==> src/rtl/rc5_pkg.sv <==
// shared types and constants for the RC5 infrared receiver
// frame and CSR word types, status flags, state and register enums
// default IR bit rate

package rc5_pkg;

	//----------------------------------------------------------------------
	// constants
	//----------------------------------------------------------------------
	localparam int rc5_frame_bits       = 13;  // bits shifted after the start bit
	localparam int rc5_default_bit_rate = 570; // bits per second on the line

	//----------------------------------------------------------------------
	// data types
	//----------------------------------------------------------------------
	typedef logic [rc5_frame_bits-1:0] rc5_frame_t; // first bit received is MSB
	typedef logic [31:0] csr_word_t;

	// status register, zero-extended on the bus
	typedef struct packed {
		logic overrun; // bit 1, frame lost
		logic valid;   // bit 0, held frame not yet acknowledged
	} rc5_status_t;

	// receiver FSM
	typedef enum logic [1:0] {
		idle        = 2'd0, // waiting for a rising line
		start_check = 2'd1, // confirm start level at sample 0
		data        = 2'd2, // samples 1 to 13
		done        = 2'd3  // final sample, capture frame
	} rc5_state_e;

	// register index from csr_a[1:0]
	typedef enum logic [1:0] {
		reg_data   = 2'd0,
		reg_status = 2'd1,
		reg_ctrl   = 2'd2
	} rc5_reg_e;

endpackage
==> src/rtl/rc5_top.sv <==
// RC5 infrared receiver top level
// tick generator, receive FSM, data path and CSR block

`timescale 1ns/1ps

module rc5_top import rc5_pkg::*; #(
	parameter logic [3:0] csr_addr = 4'h0,
	parameter int         clk_freq = 100000000,
	parameter int         bit_rate = rc5_default_bit_rate
) (
	input  logic        sys_clk,
	input  logic        sys_rst,

	input  logic [13:0] csr_a,
	input  logic        csr_we,
	input  csr_word_t   csr_di,
	output csr_word_t   csr_do,

	output logic        rx_irq,

	input  logic        rx    // IR line, idle low
);

	logic       tick;       // 16x bit rate
	logic       rx_sync;
	logic       shift_en;
	logic       capture_en;
	logic       frame_done;
	logic       rx_enable;
	rc5_frame_t frame;      // last complete frame

	//----------------------------------------------------------------------
	// receive side
	//----------------------------------------------------------------------
	rc5_tick_gen #(
		.clk_freq (clk_freq),
		.bit_rate (bit_rate)
	) i_tick_gen (
		.sys_clk (sys_clk),
		.sys_rst (sys_rst),
		.tick    (tick)
	);

	rc5_rx_fsm i_rx_fsm (
		.sys_clk    (sys_clk),
		.sys_rst    (sys_rst),
		.tick       (tick),
		.rx_sync    (rx_sync),
		.rx_enable  (rx_enable),
		.shift_en   (shift_en),
		.capture_en (capture_en),
		.frame_done (frame_done)
	);

	rc5_shift_reg i_shift_reg (
		.sys_clk    (sys_clk),
		.sys_rst    (sys_rst),
		.rx         (rx),
		.shift_en   (shift_en),
		.capture_en (capture_en),
		.rx_sync    (rx_sync),
		.frame      (frame)
	);

	// host side
	rc5_csr #(
		.csr_addr (csr_addr)
	) i_csr (
		.sys_clk    (sys_clk),
		.sys_rst    (sys_rst),
		.csr_a      (csr_a),
		.csr_we     (csr_we),
		.csr_di     (csr_di),
		.csr_do     (csr_do),
		.frame      (frame),
		.frame_done (frame_done),
		.rx_enable  (rx_enable),
		.rx_irq     (rx_irq)
	);

endmodule

==> src/rtl/rc5_csr.sv <==
// CSR block for the RC5 receiver
// bank decode, registered read mux, valid and overrun flags
// receiver enable bit, irq pulse on each frame

`timescale 1ns/1ps

module rc5_csr import rc5_pkg::*; #(
	parameter logic [3:0] csr_addr = 4'h0
) (
	input  logic        sys_clk,
	input  logic        sys_rst,
	input  logic [13:0] csr_a,
	input  logic        csr_we,
	input  csr_word_t   csr_di,
	output csr_word_t   csr_do,
	input  rc5_frame_t  frame,
	input  logic        frame_done,
	output logic        rx_enable,
	output logic        rx_irq
);

	logic        csr_sel; // bank match
	logic        wr_en;
	rc5_reg_e    reg_idx;
	rc5_status_t status;

	assign csr_sel = (csr_a[13:10] == csr_addr);
	assign wr_en   = csr_sel && csr_we;
	assign reg_idx = rc5_reg_e'(csr_a[1:0]);

	//----------------------------------------------------------------------
	// flags, enable and irq
	//----------------------------------------------------------------------
	always_ff @(posedge sys_clk) begin
		if (sys_rst) begin
			status    <= '0;
			rx_enable <= 1'b1; // listen by default
			rx_irq    <= 1'b0;
		end else begin
			rx_irq <= frame_done; // one cycle after the FSM strobe

			if (wr_en && reg_idx == reg_ctrl)
				rx_enable <= csr_di[0];

			// write 1 to clear
			if (wr_en && reg_idx == reg_status) begin
				if (csr_di[0])
					status.valid <= 1'b0;
				if (csr_di[1])
					status.overrun <= 1'b0;
			end

			// new frame beats a clear in the same cycle
			if (frame_done) begin
				status.valid <= 1'b1;
				if (status.valid)
					status.overrun <= 1'b1; // previous frame never acked
			end
		end
	end

	// read data, one cycle after csr_a
	always_ff @(posedge sys_clk) begin
		if (sys_rst) begin
			csr_do <= '0;
		end else begin
			csr_do <= '0;
			if (csr_sel) begin
				case (reg_idx)
					reg_data:   csr_do <= csr_word_t'(frame);
					reg_status: csr_do <= csr_word_t'(status);
					reg_ctrl:   csr_do <= csr_word_t'(rx_enable);
					default:    csr_do <= '0; // index 3 unused
				endcase
			end
		end
	end

endmodule

==> src/rtl/rc5_shift_reg.sv <==
// RC5 receive data path
// two-flop line synchronizer, 13-bit shift register, held frame

`timescale 1ns/1ps

module rc5_shift_reg import rc5_pkg::*; (
	input  logic       sys_clk,
	input  logic       sys_rst,
	input  logic       rx,          // raw IR line, asynchronous
	input  logic       shift_en,
	input  logic       capture_en,
	output logic       rx_sync,
	output rc5_frame_t frame
);

	logic       rx_meta; // first stage, may go metastable
	rc5_frame_t shreg;

	//----------------------------------------------------------------------
	// synchronizer, line idles low
	//----------------------------------------------------------------------
	always_ff @(posedge sys_clk) begin
		if (sys_rst) begin
			rx_meta <= 1'b0;
			rx_sync <= 1'b0;
		end else begin
			rx_meta <= rx;
			rx_sync <= rx_meta; // two cycles behind rx
		end
	end

	// new bits enter at the low end, first bit ends up as MSB
	always_ff @(posedge sys_clk) begin
		if (shift_en)
			shreg <= {shreg[rc5_frame_bits-2:0], rx_sync};
	end

	// held frame for the host
	always_ff @(posedge sys_clk) begin
		if (capture_en)
			frame <= shreg;
	end

endmodule

==> src/rtl/rc5_rx_fsm.sv <==
// RC5 frame receiver FSM
// start level detect, mid-bit start check, 13 data samples
// tick-phase and bit counters, shift and capture strobes

`timescale 1ns/1ps

module rc5_rx_fsm import rc5_pkg::*; (
	input  logic sys_clk,
	input  logic sys_rst,
	input  logic tick,       // sixteen per bit
	input  logic rx_sync,    // synchronized line level
	input  logic rx_enable,  // gate for new frames only
	output logic shift_en,
	output logic capture_en,
	output logic frame_done
);

	// last data sample index, bit counter starts at 0
	localparam logic [3:0] last_bit = 4'(rc5_frame_bits - 1);
	// phase loaded on start detect, wraps to 0 five ticks later
	localparam logic [3:0] start_phase = 4'd11;

	rc5_state_e state;
	logic [3:0] phase;   // position within the bit, in ticks
	logic [3:0] bit_cnt; // data bits shifted so far
	logic       sample;  // tick on which a sample is due

	// sample when the phase wraps 15 -> 0
	assign sample = tick && (phase == 4'd15) && (state != idle);

	//----------------------------------------------------------------------
	// state, phase and bit counter
	//----------------------------------------------------------------------
	always_ff @(posedge sys_clk) begin
		if (sys_rst) begin
			state   <= idle;
			phase   <= 4'd0;
			bit_cnt <= 4'd0;
		end else begin
			if (tick && state != idle)
				phase <= phase + 4'd1; // free running while busy

			case (state)
				idle: begin
					// high line on a tick starts a frame
					if (tick && rx_sync && rx_enable) begin
						state   <= start_check;
						phase   <= start_phase;
						bit_cnt <= 4'd0;
					end
				end
				start_check: begin
					if (sample) begin
						if (!rx_sync)
							state <= idle; // glitch, drop it
						else
							state <= data;
					end
				end
				data: begin
					if (sample) begin
						bit_cnt <= bit_cnt + 4'd1;
						if (bit_cnt == last_bit)
							state <= done; // thirteenth bit in
					end
				end
				done: begin
					if (sample)
						state <= idle; // capture happens here
				end
				default: state <= idle;
			endcase
		end
	end

	//----------------------------------------------------------------------
	// one-cycle strobes to the data path and CSR block
	//----------------------------------------------------------------------
	always_ff @(posedge sys_clk) begin
		if (sys_rst) begin
			shift_en   <= 1'b0;
			capture_en <= 1'b0;
			frame_done <= 1'b0;
		end else begin
			shift_en   <= sample && (state == data);
			capture_en <= sample && (state == done);
			frame_done <= sample && (state == done); // same cycle as capture
		end
	end

endmodule

==> src/rtl/rc5_tick_gen.sv <==
// oversampling time base for the RC5 receiver
// one-cycle tick, sixteen per bit period

`timescale 1ns/1ps

module rc5_tick_gen import rc5_pkg::*; #(
	parameter int clk_freq = 100000000,
	parameter int bit_rate = rc5_default_bit_rate
) (
	input  logic sys_clk,
	input  logic sys_rst,
	output logic tick
);

	// clocks per oversample tick
	localparam int divisor = clk_freq / (16 * bit_rate);
	localparam logic [15:0] reload = 16'(divisor - 1);

	logic [15:0] cnt;
	logic        cnt_zero;

	assign cnt_zero = (cnt == 16'd0);

	// down-counter, reloads on zero
	always_ff @(posedge sys_clk) begin
		if (sys_rst) begin
			cnt <= reload;
		end else if (cnt_zero) begin
			cnt <= reload;
		end else begin
			cnt <= cnt - 16'd1;
		end
	end

	// registered so the tick is glitch free at the FSM
	always_ff @(posedge sys_clk) begin
		if (sys_rst) begin
			tick <= 1'b0;
		end else begin
			tick <= cnt_zero; // first one lands divisor cycles after reset
		end
	end

endmodule

==> config.mk <==
export PLATFORM = sky130hd
export DESIGN_NAME = rc5_top
export DESIGN_NICKNAME = d
export VERILOG_FILES = /design/src/rtl/rc5_pkg.sv /design/src/rtl/rc5_top.sv /design/src/rtl/rc5_csr.sv /design/src/rtl/rc5_shift_reg.sv /design/src/rtl/rc5_rx_fsm.sv /design/src/rtl/rc5_tick_gen.sv
export SDC_FILE = /design/constraint.sdc
export NUM_CORES = 1
export LEC_CHECK = 0
export BUFFER_PORTS_ARGS = -buffer_cell sky130_fd_sc_hd__clkbuf_2
export CAP_MARGIN = 5
export CORE_ASPECT_RATIO = 0.5
export CORE_UTILIZATION = 40
export CTS_BUF_LIST = sky130_fd_sc_hd__clkbuf_4 sky130_fd_sc_hd__clkbuf_8
export DETAILED_ROUTE_END_ITERATION = 12
export PLACE_DENSITY_LB_ADDON = 0.05
export SYNTH_ARGS = -nofsm -noshare
export SYNTH_HDL_FRONTEND = slang
export SYNTH_HIERARCHICAL = 1
export SYNTH_SLANG_ARGS = --single-unit
export TNS_END_PERCENT = 1
==> constraint.sdc <==
create_clock -name sys_clk -period 1.9 [get_ports sys_clk]
set_input_delay 0.38 -clock sys_clk [delete_from_list [all_inputs] [get_ports sys_clk]]
set_output_delay 0.38 -clock sys_clk [all_outputs]
set_load 0.01 [all_outputs]
==> Yosys cells after proc, flatten, opt, wreduce, memory -nomap -nowiden <==
Cells that the tools add are included.
{ "totals": {"ff_bits": 93, "latchBits": 0, "mem_bits_rw": 0, "romBits": 0, "inputBits": 50, "out_inout_bits": 33, "n_memories": 0} }
{ "op_classes": {"add_sub_neg": 3, "multipliers": 0, "div": 0, "order_cmp": 0, "n_eq_ne": 12, "shift": 0, "muxes": 19, "bitwise_logic": 1, "reduce_logical": 23} }
{ "ops": {"columns": ["cell", "count"], "rows": [
  ["13-bit case mux with 3 select lines", 1],
  ["4-bit two-way mux", 5],
  ["16-bit logical NOT", 1],
  ["2-bit two-way mux", 8],
  ["16-bit by 1-bit subtractor with 16-bit output (second input constant)", 1],
  ["1-bit logical AND", 10],
  ["2-bit by 1-bit inequality test with 1-bit output (second input constant)", 5],
  ["4-bit by 1-bit adder with 4-bit output (second input constant)", 2],
  ["4-bit equality test (second input constant)", 2],
  ["2-bit case mux with 4 select lines", 1],
  ["4-bit case mux with 2 select lines", 1],
  ["2-bit nonzero test", 4],
  ["2-bit equality test (second input constant)", 3],
  ["5-bit AND reduction", 1],
  ["2-bit by 1-bit equality test with 1-bit output (second input constant)", 2],
  ["2-bit logical NOT", 2],
  ["4-bit logical NOT", 1],
  ["2-bit OR reduction", 2],
  ["1-bit two-way mux", 3],
  ["3-bit AND reduction", 1],
  ["2-bit AND reduction", 1],
  ["1-bit NOT", 1]
]} }

==> Longest topological paths before layout <==
Gate-level depths: netlist of run 1.
{ "depth": {"ltp_word": 6, "ltp_mapped": 6} }

==> Cells and area by module <==
The synthesis of run 1 kept the hierarchy.
{ "modules_own_cells": {"columns": ["mod", "instances", "cells_each", "area_each_um2", "seq_area_each_um2"], "rows": [
  ["rc5_shift_reg", 1, 30, 833.3, 820.8],
  ["rc5_tick_gen", 1, 76, 753.2, 340.3],
  ["rc5_csr", 1, 71, 724.4, 340.3],
  ["rc5_rx_fsm", 1, 68, 595.6, 240.2]
]} }

==> Worst setup path before layout of run 1 <==
OpenSTA, ideal clock, no wires.
{ "synth_path": {"path_kind": "register to register", "from": "register i_tick_gen.cnt[5]", "to": "register i_tick_gen.cnt[12]", "t_arrival_ns": 1.346, "path_slack_ns": 0.439, "stages_incl_launch_ff": 5, "path_buffers": 0, "synth_period_minus_slack_ns": 1.461, "cell_sequence": "dfxtp_1 > nor4_4 > and4b_4 > a21o_4 > nor2_2"} }
{ "synth_between": {"elab_chain_cells": 2, "word_cells_on_any_way": 3} }
{ "synth_lines": {"columns": ["item", "line", "source"], "rows": [
  ["from (decl)", "rc5_tick_gen.sv:19", "logic [15:0] cnt;"],
  ["from (signal assigned)", "rc5_tick_gen.sv:27", "cnt <= reload;"],
  ["from (signal assigned)", "rc5_tick_gen.sv:29", "cnt <= reload;"],
  ["from (signal assigned)", "rc5_tick_gen.sv:31", "cnt <= cnt - 16'd1;"],
  ["branches (longest 2 deep; another with 16-bit by 1-bit subtractor with 16-bit output)", null, null]
]} }
Parallel ways; which one is timed is not known.
A chain may end at the register's enable or synchronous reset.

==> Worst setup path in the final report of run 1 <==
{ "layout_path": {"from": "register i_rx_fsm.phase[0]", "to": "register i_rx_fsm.bit_cnt[3]"} }
{ "layout_between": {"elab_chain_cells": 5} }
{ "layout_lines": {"columns": ["item", "line", "source"], "rows": [
  ["from (decl)", "rc5_rx_fsm.sv:24", "logic [3:0] phase;"],
  ["from (signal assigned)", "rc5_rx_fsm.sv:41", "phase <= phase + 4'd1;"],
  ["from (signal assigned)", "rc5_rx_fsm.sv:48", "phase <= start_phase;"],
  ["4-bit equality test", "rc5_rx_fsm.sv:29", "assign sample = tick && (phase == 4'd15) && (state != idle);"],
  ["1-bit logical AND (2 in a row)", "rc5_rx_fsm.sv:29", null],
  ["2-bit by 1-bit inequality test with 1-bit output (no line)", null, null],
  ["3-bit AND reduction (no line)", null, null],
  ["to (signal assigned)", "rc5_rx_fsm.sv:62", "bit_cnt <= bit_cnt + 4'd1;"],
  ["to (decl)", "rc5_rx_fsm.sv:25", "logic [3:0] bit_cnt;"]
]} }
No other way between the ends.

==> flow_summary.ini, run 1 <==
[finish]
post-route-util = 0.482
area_delta_synth_final_pct = 13.8
num-nets-final = 336
finalInstanceArea_sq_um = 3310
fillers = 629
fin_cells = 379
drive_gt1_frac = 0.223
antenna_cells = 0

[clock_tree]
clock_insertion_delay_worst_skew_ns = 0.35
clockRootBuffer = clkbuf_8
cts_inserted_buffers = 9
cts_hold_buf = 0
path_clk_slew_ns = 0.08
cts_tree = done
cts_resized = 0
post-cts-setup-buffers = 0
clock-sinks = 74
htree_levels = 3
cts_max_path_buffers = 2

[pwr]
power_switching_uw = 656
clock_power_share = 0.436
internal_power_uw = 2430
power_density_nw_per_um2 = 932
swShare = 0.213
power.leakage_uw = 0.00123
p_comb_frac = 0.030
sequentialPowerShare = 0.534
ir_worst_vdd_uv = 415

[critical_path]
crit_fanout = 6
critPathKind = register to register
r2r_start = i_rx_fsm/phase[0]
worstPathCellList = ha_1 > nand3b_1 > or4_1 > a21oi_1
worstPathArrival_ns = 1.85
crit_buf_inv = 0
slowest_stage = or4_1
reg2reg_to = i_rx_fsm/bit_cnt[3]
reg2regPathDepth = 4
cpPeakStageDelay_ns = 0.51
critPathTopFamily = simple AND/OR/NAND/NOR gates
cp-end-kind = register
worstPathRequired_ns = 2.18
critical_path_depth = 4
r2r_slack_ns = 0.33
worstSetupStartpointType = register

[timing]
fmaxAchievable_mhz = 637
relSlewSlack = 0.611
skew_ns = 0.00382
setup-violations-final = 0
worst_slack_ns = 0.331
worstMarginPinSlew_ns = 0.578
fin_tns_setup_ns = 0
fin_crit_sh = 0.826
rsz0062_at_grt = false
hold_violations = 0
layout_min_cycle_time_ns = 1.57
maxSlewViolCount = 0

[drt]
post_drt_wl_per_cell_um = 11.7
num_vias = 1783
drc = 0
drtIter0Drc = 103
routed_wl_um = 4430
drt-pass1-iter-count = 6
postRouteAntennaNets = 0
wl_met3_um = 260
vias_per_cell = 4.70
met2_length_um = 1980
top_layer = met4
drt-met1-wl_um = 2160

[floorplan]
die_area_sq_um = 7630
row_count = 21
die_h_um = 62.3
start_util = 0.424
die_w_um = 123
io_pins = 83
core_area_sq_um = 6860

[placed_design]
place.detailed.hpwl_um = 2940
portBuffers = 25
dpl_cell_area_sq_um = 3090
gp_congestion = 0.708
dp.cells = 363
pre_cts_ws_ns = 0.322

[synthesis]
synth_most_common_cell = dfxtp_1
ys_seq_area_frac = 0.599
synth_area_leaders = dfxtp_1, edfxtp_1, buf_4
yosys_warnings = 6
synth_cell_types = 50
synthArstFlopShare = 0
synthCells = 245
synth-seq-cells = 74
netlist_top_cells_count = dfxtp_1, edfxtp_1, buf_4
syn_area_sq_um = 2910
synth_area_per_cell_sq_um = 11.9
synth_edf_count = 26
yosysTopAreaCellShare = 0.331
synthFlopType = dfxtp_1
yosys.area.top_type = dfxtp_1

[worst_hold_path]
min_delay_path_depth = 2
min-delay-path-class = input pin to register
hold_start = rx
hold_end = i_shift_reg/rx_meta

[run_status]
outcome = finished, final reports clean

[grt]
grt_pass1_vias = 1626
grt_pass1_wl_um = 7570
grt_use_total = 0.133
grt_max_degree = 24
overflow = 0
antenna_found_initial = 0

[flow_run]
drv_cap = 0
[layout make-up]
cell class                 count  area (sq um)  area share
clock buffer                  10           131      0.0397
clock inverter                 6          90.1      0.0272
inverter                       9          33.8      0.0102
multi-input combinational    157          1030       0.310
sequential                    74          1740       0.526
tap                           92           115      0.0348
timing repair buffer          31           170      0.0514
[worst max-delay path by stage]
stage | startpoint | endpoint
3_3_place_gp | csr_a[11] | i_csr/csr_do[2]
2_1_floorplan | i_tick_gen/cnt[5] | i_tick_gen/cnt[12]
4_1_cts | i_rx_fsm/phase[0] | i_rx_fsm/bit_cnt[3]
6_report | i_rx_fsm/phase[0] | i_rx_fsm/bit_cnt[3]
3_5_place_dp | csr_a[11] | i_csr/csr_do[2]
5_1_grt | i_rx_fsm/phase[0] | i_rx_fsm/bit_cnt[3]
[worst register-to-register path: stages, from the launching register on]
cell      delay [ns]
dfxtp_1         0.38
ha_1            0.25
nand3b_1        0.19
or4_1           0.51
a21oi_1         0.17
[per-stage QoR]
| step | hold WS, ns | power (uW) |
|---|---|---|
| after floorplan | 0.372 | 1770 |
| after global placement | 0.381 | 1780 |
| after detailed placement | 0.395 | 1780 |
| after CTS | 0.256 | 3140 |
| after global routing | 0.261 | 3220 |
| final | 0.277 | 3080 |
[metal layers]
| layer | vias to the layer above | track usage |
|---|---|---|
| li1 | 898 | - |
| met1 | 831 | 0.159 |
| met2 | 50 | 0.202 |
| met3 | 4 | 0.0689 |
| met4 | 0 | 0.0503 |
| met5 | - | 0 |
[placed cells by master, fill, tap and decap left out, types with 5 or more instances in the layout]
master    synthesis  routed
a21oi_1           5       5
and2_1           11      11
buf_4            21       6
clkbuf_2          0      25
clkbuf_8          0       9
conb_1            1      19
dfxtp_1          48      48
edfxtp_1         26      26
inv_1             9       9
nand2_1          12      12
nand3_1           6       6
nor2_1           13      13
nor2_2            7       7
nor2b_1           5       5
o21ai_0           7       7
xor2_1           10      10
[power groups by stage]
stage / clock network [uW] / registers, uW / logic (uW)
after global routing: 1470 / 1650 / 106
after floorplan: 0 / 1680 / 87.5
after global placement: 0 / 1680 / 93.1
final: 1340 / 1650 / 93.4
after detailed placement: 0 / 1680 / 94.6
after CTS: 1400 / 1650 / 95.0
[kinds of logic after synthesis]
kind of cell	Yosys count	share of synthesized area
fa+ha+maj	4	0.0172
compound gates	28	0.0676
xor+xnor	13	0.0392
mux	3	0.0103
flops	74	0.599
buf+inv	32	0.0710
simple gates	90	0.194
other cells	1	0.00129
[registers in the layout, summed over array words and instances, names as in the netlist, 2 cells and up, named ones only]
| register | flops |
|---|---|
| i_csr/status | 2 |
| i_shift_reg/frame | 13 |
| i_csr/csr_do | 13 |
| i_tick_gen/cnt | 16 |
| i_rx_fsm/bit_cnt | 4 |
| i_rx_fsm/phase | 4 |
| i_shift_reg/shreg | 13 |
No activity file was read; power rests on OpenSTA's default activity.
==> run 2: changes to the inputs <==
==> constraint.sdc (replaced) <==
create_clock -name sys_clk -period 1.5 [get_ports sys_clk]
set_input_delay 0.3 -clock sys_clk [delete_from_list [all_inputs] [get_ports sys_clk]]
set_output_delay 0.3 -clock sys_clk [all_outputs]
set_load 0.01 [all_outputs]
==> run 2 against run 1 <==
Clock skew increased by 0.0025 ns. Combinational power is 35% higher. Via count rose by 0.62%.
==> flow_summary.ini, run 2 (synthesis gave the netlist of run 1 again) <==
[critical_path]
critPathKind = register to register
critPathTopFamily = simple AND/OR/NAND/NOR gates
crit_buf_inv = 1
cp-end-kind = register
r2r_start = i_tick_gen/cnt[0]
worstPathRequired_ns = 1.79
r2r_slack_ns = 0.07
critical_path_depth = 6
slowest_stage = dfxtp_2
reg2regPathDepth = 6
worstPathCellList = inv_1 > ha_1 > nor2b_2 > and4b_4 > a21o_4 > nor2_2
crit_fanout = 8
reg2reg_to = i_tick_gen/cnt[8]
worstSetupStartpointType = register
crit_path_end = i_tick_gen/cnt[8]
cpPeakStageDelay_ns = 0.34
worstPathArrival_ns = 1.72
crit_path_start = i_tick_gen/cnt[0]

[drt]
post_drt_wl_per_cell_um = 12.1
postRouteAntennaNets = 0
drc = 0
routed_wl_um = 4660
vias_per_cell = 4.65
drt-pass1-iter-count = 4
num_vias = 1794
drtIter0Drc = 103

[pwr]
ir_worst_vdd_uv = 469
swShare = 0.230
clock_power_share = 0.413
p_comb_frac = 0.033
sequentialPowerShare = 0.554
power_density_nw_per_um2 = 1120
power.leakage_uw = 0.00125
power_switching_uw = 866
internal_power_uw = 2900

[timing]
fmaxAchievable_mhz = 698
layout_min_cycle_time_ns = 1.43
skew_ns = 0.00631
maxSlewViolCount = 0
fin_tns_setup_ns = 0
worst_slack_ns = 0.0669
setup-violations-final = 0
hold_violations = 0
fin_crit_sh = 0.955
rsz0062_at_grt = true

[grt]
grt_pass1_vias = 1686
grt_use_total = 0.139
grt_max_degree = 15
overflow = 0
antenna_found_initial = 0
grt_pass1_wl_um = 7790

[clock_tree]
htree_levels = 3
clock-sinks = 74
path_clk_slew_ns = 0.08
cts_inserted_buffers = 9
clockRootBuffer = clkbuf_8
clock_insertion_delay_worst_skew_ns = 0.35
cts_max_path_buffers = 2
cts_tree = done

[finish]
final_common_cell = dfxtp_1
fin_cells = 386
drive_gt1_frac = 0.255
num-nets-final = 343
area_delta_synth_final_pct = 15.6
largest_register_ff_count = 16
mostFrequentLayoutCells = dfxtp_1, edfxtp_1, clkbuf_2, conb_1, nor2_1
antenna_cells = 0
regMostFlops = i_tick_gen/cnt
post-route-util = 0.490

[floorplan]
die_h_um = 62.3
start_util = 0.424
die_area_sq_um = 7630
io_pins = 83
core_area_sq_um = 6860
die_w_um = 123
row_count = 21

[placed_design]
place.detailed.hpwl_um = 3100
gp_congestion = 0.676
pre_cts_ws_ns = -0.000121
portBuffers = 25
dp.cells = 369

[worst_hold_path]
min-delay-path-class = input pin to register
hold_start = rx

[run_status]
outcome = finished, final reports clean

[flow_run]
drv_cap = 0
-- run 2: worst min path at each step --
| stage | to | slack, ns | depth (start not counted) |
|---|---|---|---|
| 4_1_cts | i_shift_reg/rx_meta | 0.16 | 2 |
| 6_report | i_shift_reg/rx_meta | 0.20 | 2 |
| 5_1_grt | i_shift_reg/rx_meta | 0.18 | 2 |
| 2_1_floorplan | i_csr/status[0] | 0.37 | 1 |
| 3_3_place_gp | i_tick_gen/cnt[0] | 0.38 | 1 |
| 3_5_place_dp | i_tick_gen/cnt[0] | 0.39 | 1 |
-- run 2: area by class of cell --
type	count	area (sq um)
Fill cell	632	3500
Sequential cell	74	1750
Multi-Input combinational cell	157	1040
Timing Repair Buffer	38	226
Clock buffer	9	124
Tap cell	92	115
Clock inverter	7	76.3
Inverter	9	33.8
-- run 2: metrics by stage --
stage	power (uW)	hold slack (ns)	area, sq um
global route	3960	0.178	3360
global placement	2250	0.382	3130
detailed placement	2260	0.392	3130
finish	3760	0.196	3360
floorplan	2240	0.369	2970
CTS	3840	0.159	3330
-- run 2: what timing repair did --
item,CTS,global route
hold buffers,0,0
setup endpoints to repair,0,18
gates resized for setup,0,7
setup buffers,0,1
-- run 2: layer usage --
| layer | vias to the layer above | GRT usage | wire [um] | part of all wire |
|---|---|---|---|---|
| met3 | 5 | 0.0717 | 220 | 0.047 |
| met1 | 835 | 0.159 | 2210 | 0.47 |
| li1 | 918 | - | - | - |
| met5 | - | 0 | 0 | 0 |
| met2 | 36 | 0.221 | 2190 | 0.47 |
| met4 | 0 | 0.0503 | 43 | 0.0092 |
-- run 2: power groups by stage --
stage	Sequential [uW]	Combinational [uW]	Clock, uW
after floorplan	2130	111	0
after global placement	2130	122	0
after detailed placement	2130	125	0
after CTS	2090	125	1630
after global routing	2090	141	1730
final	2090	126	1550
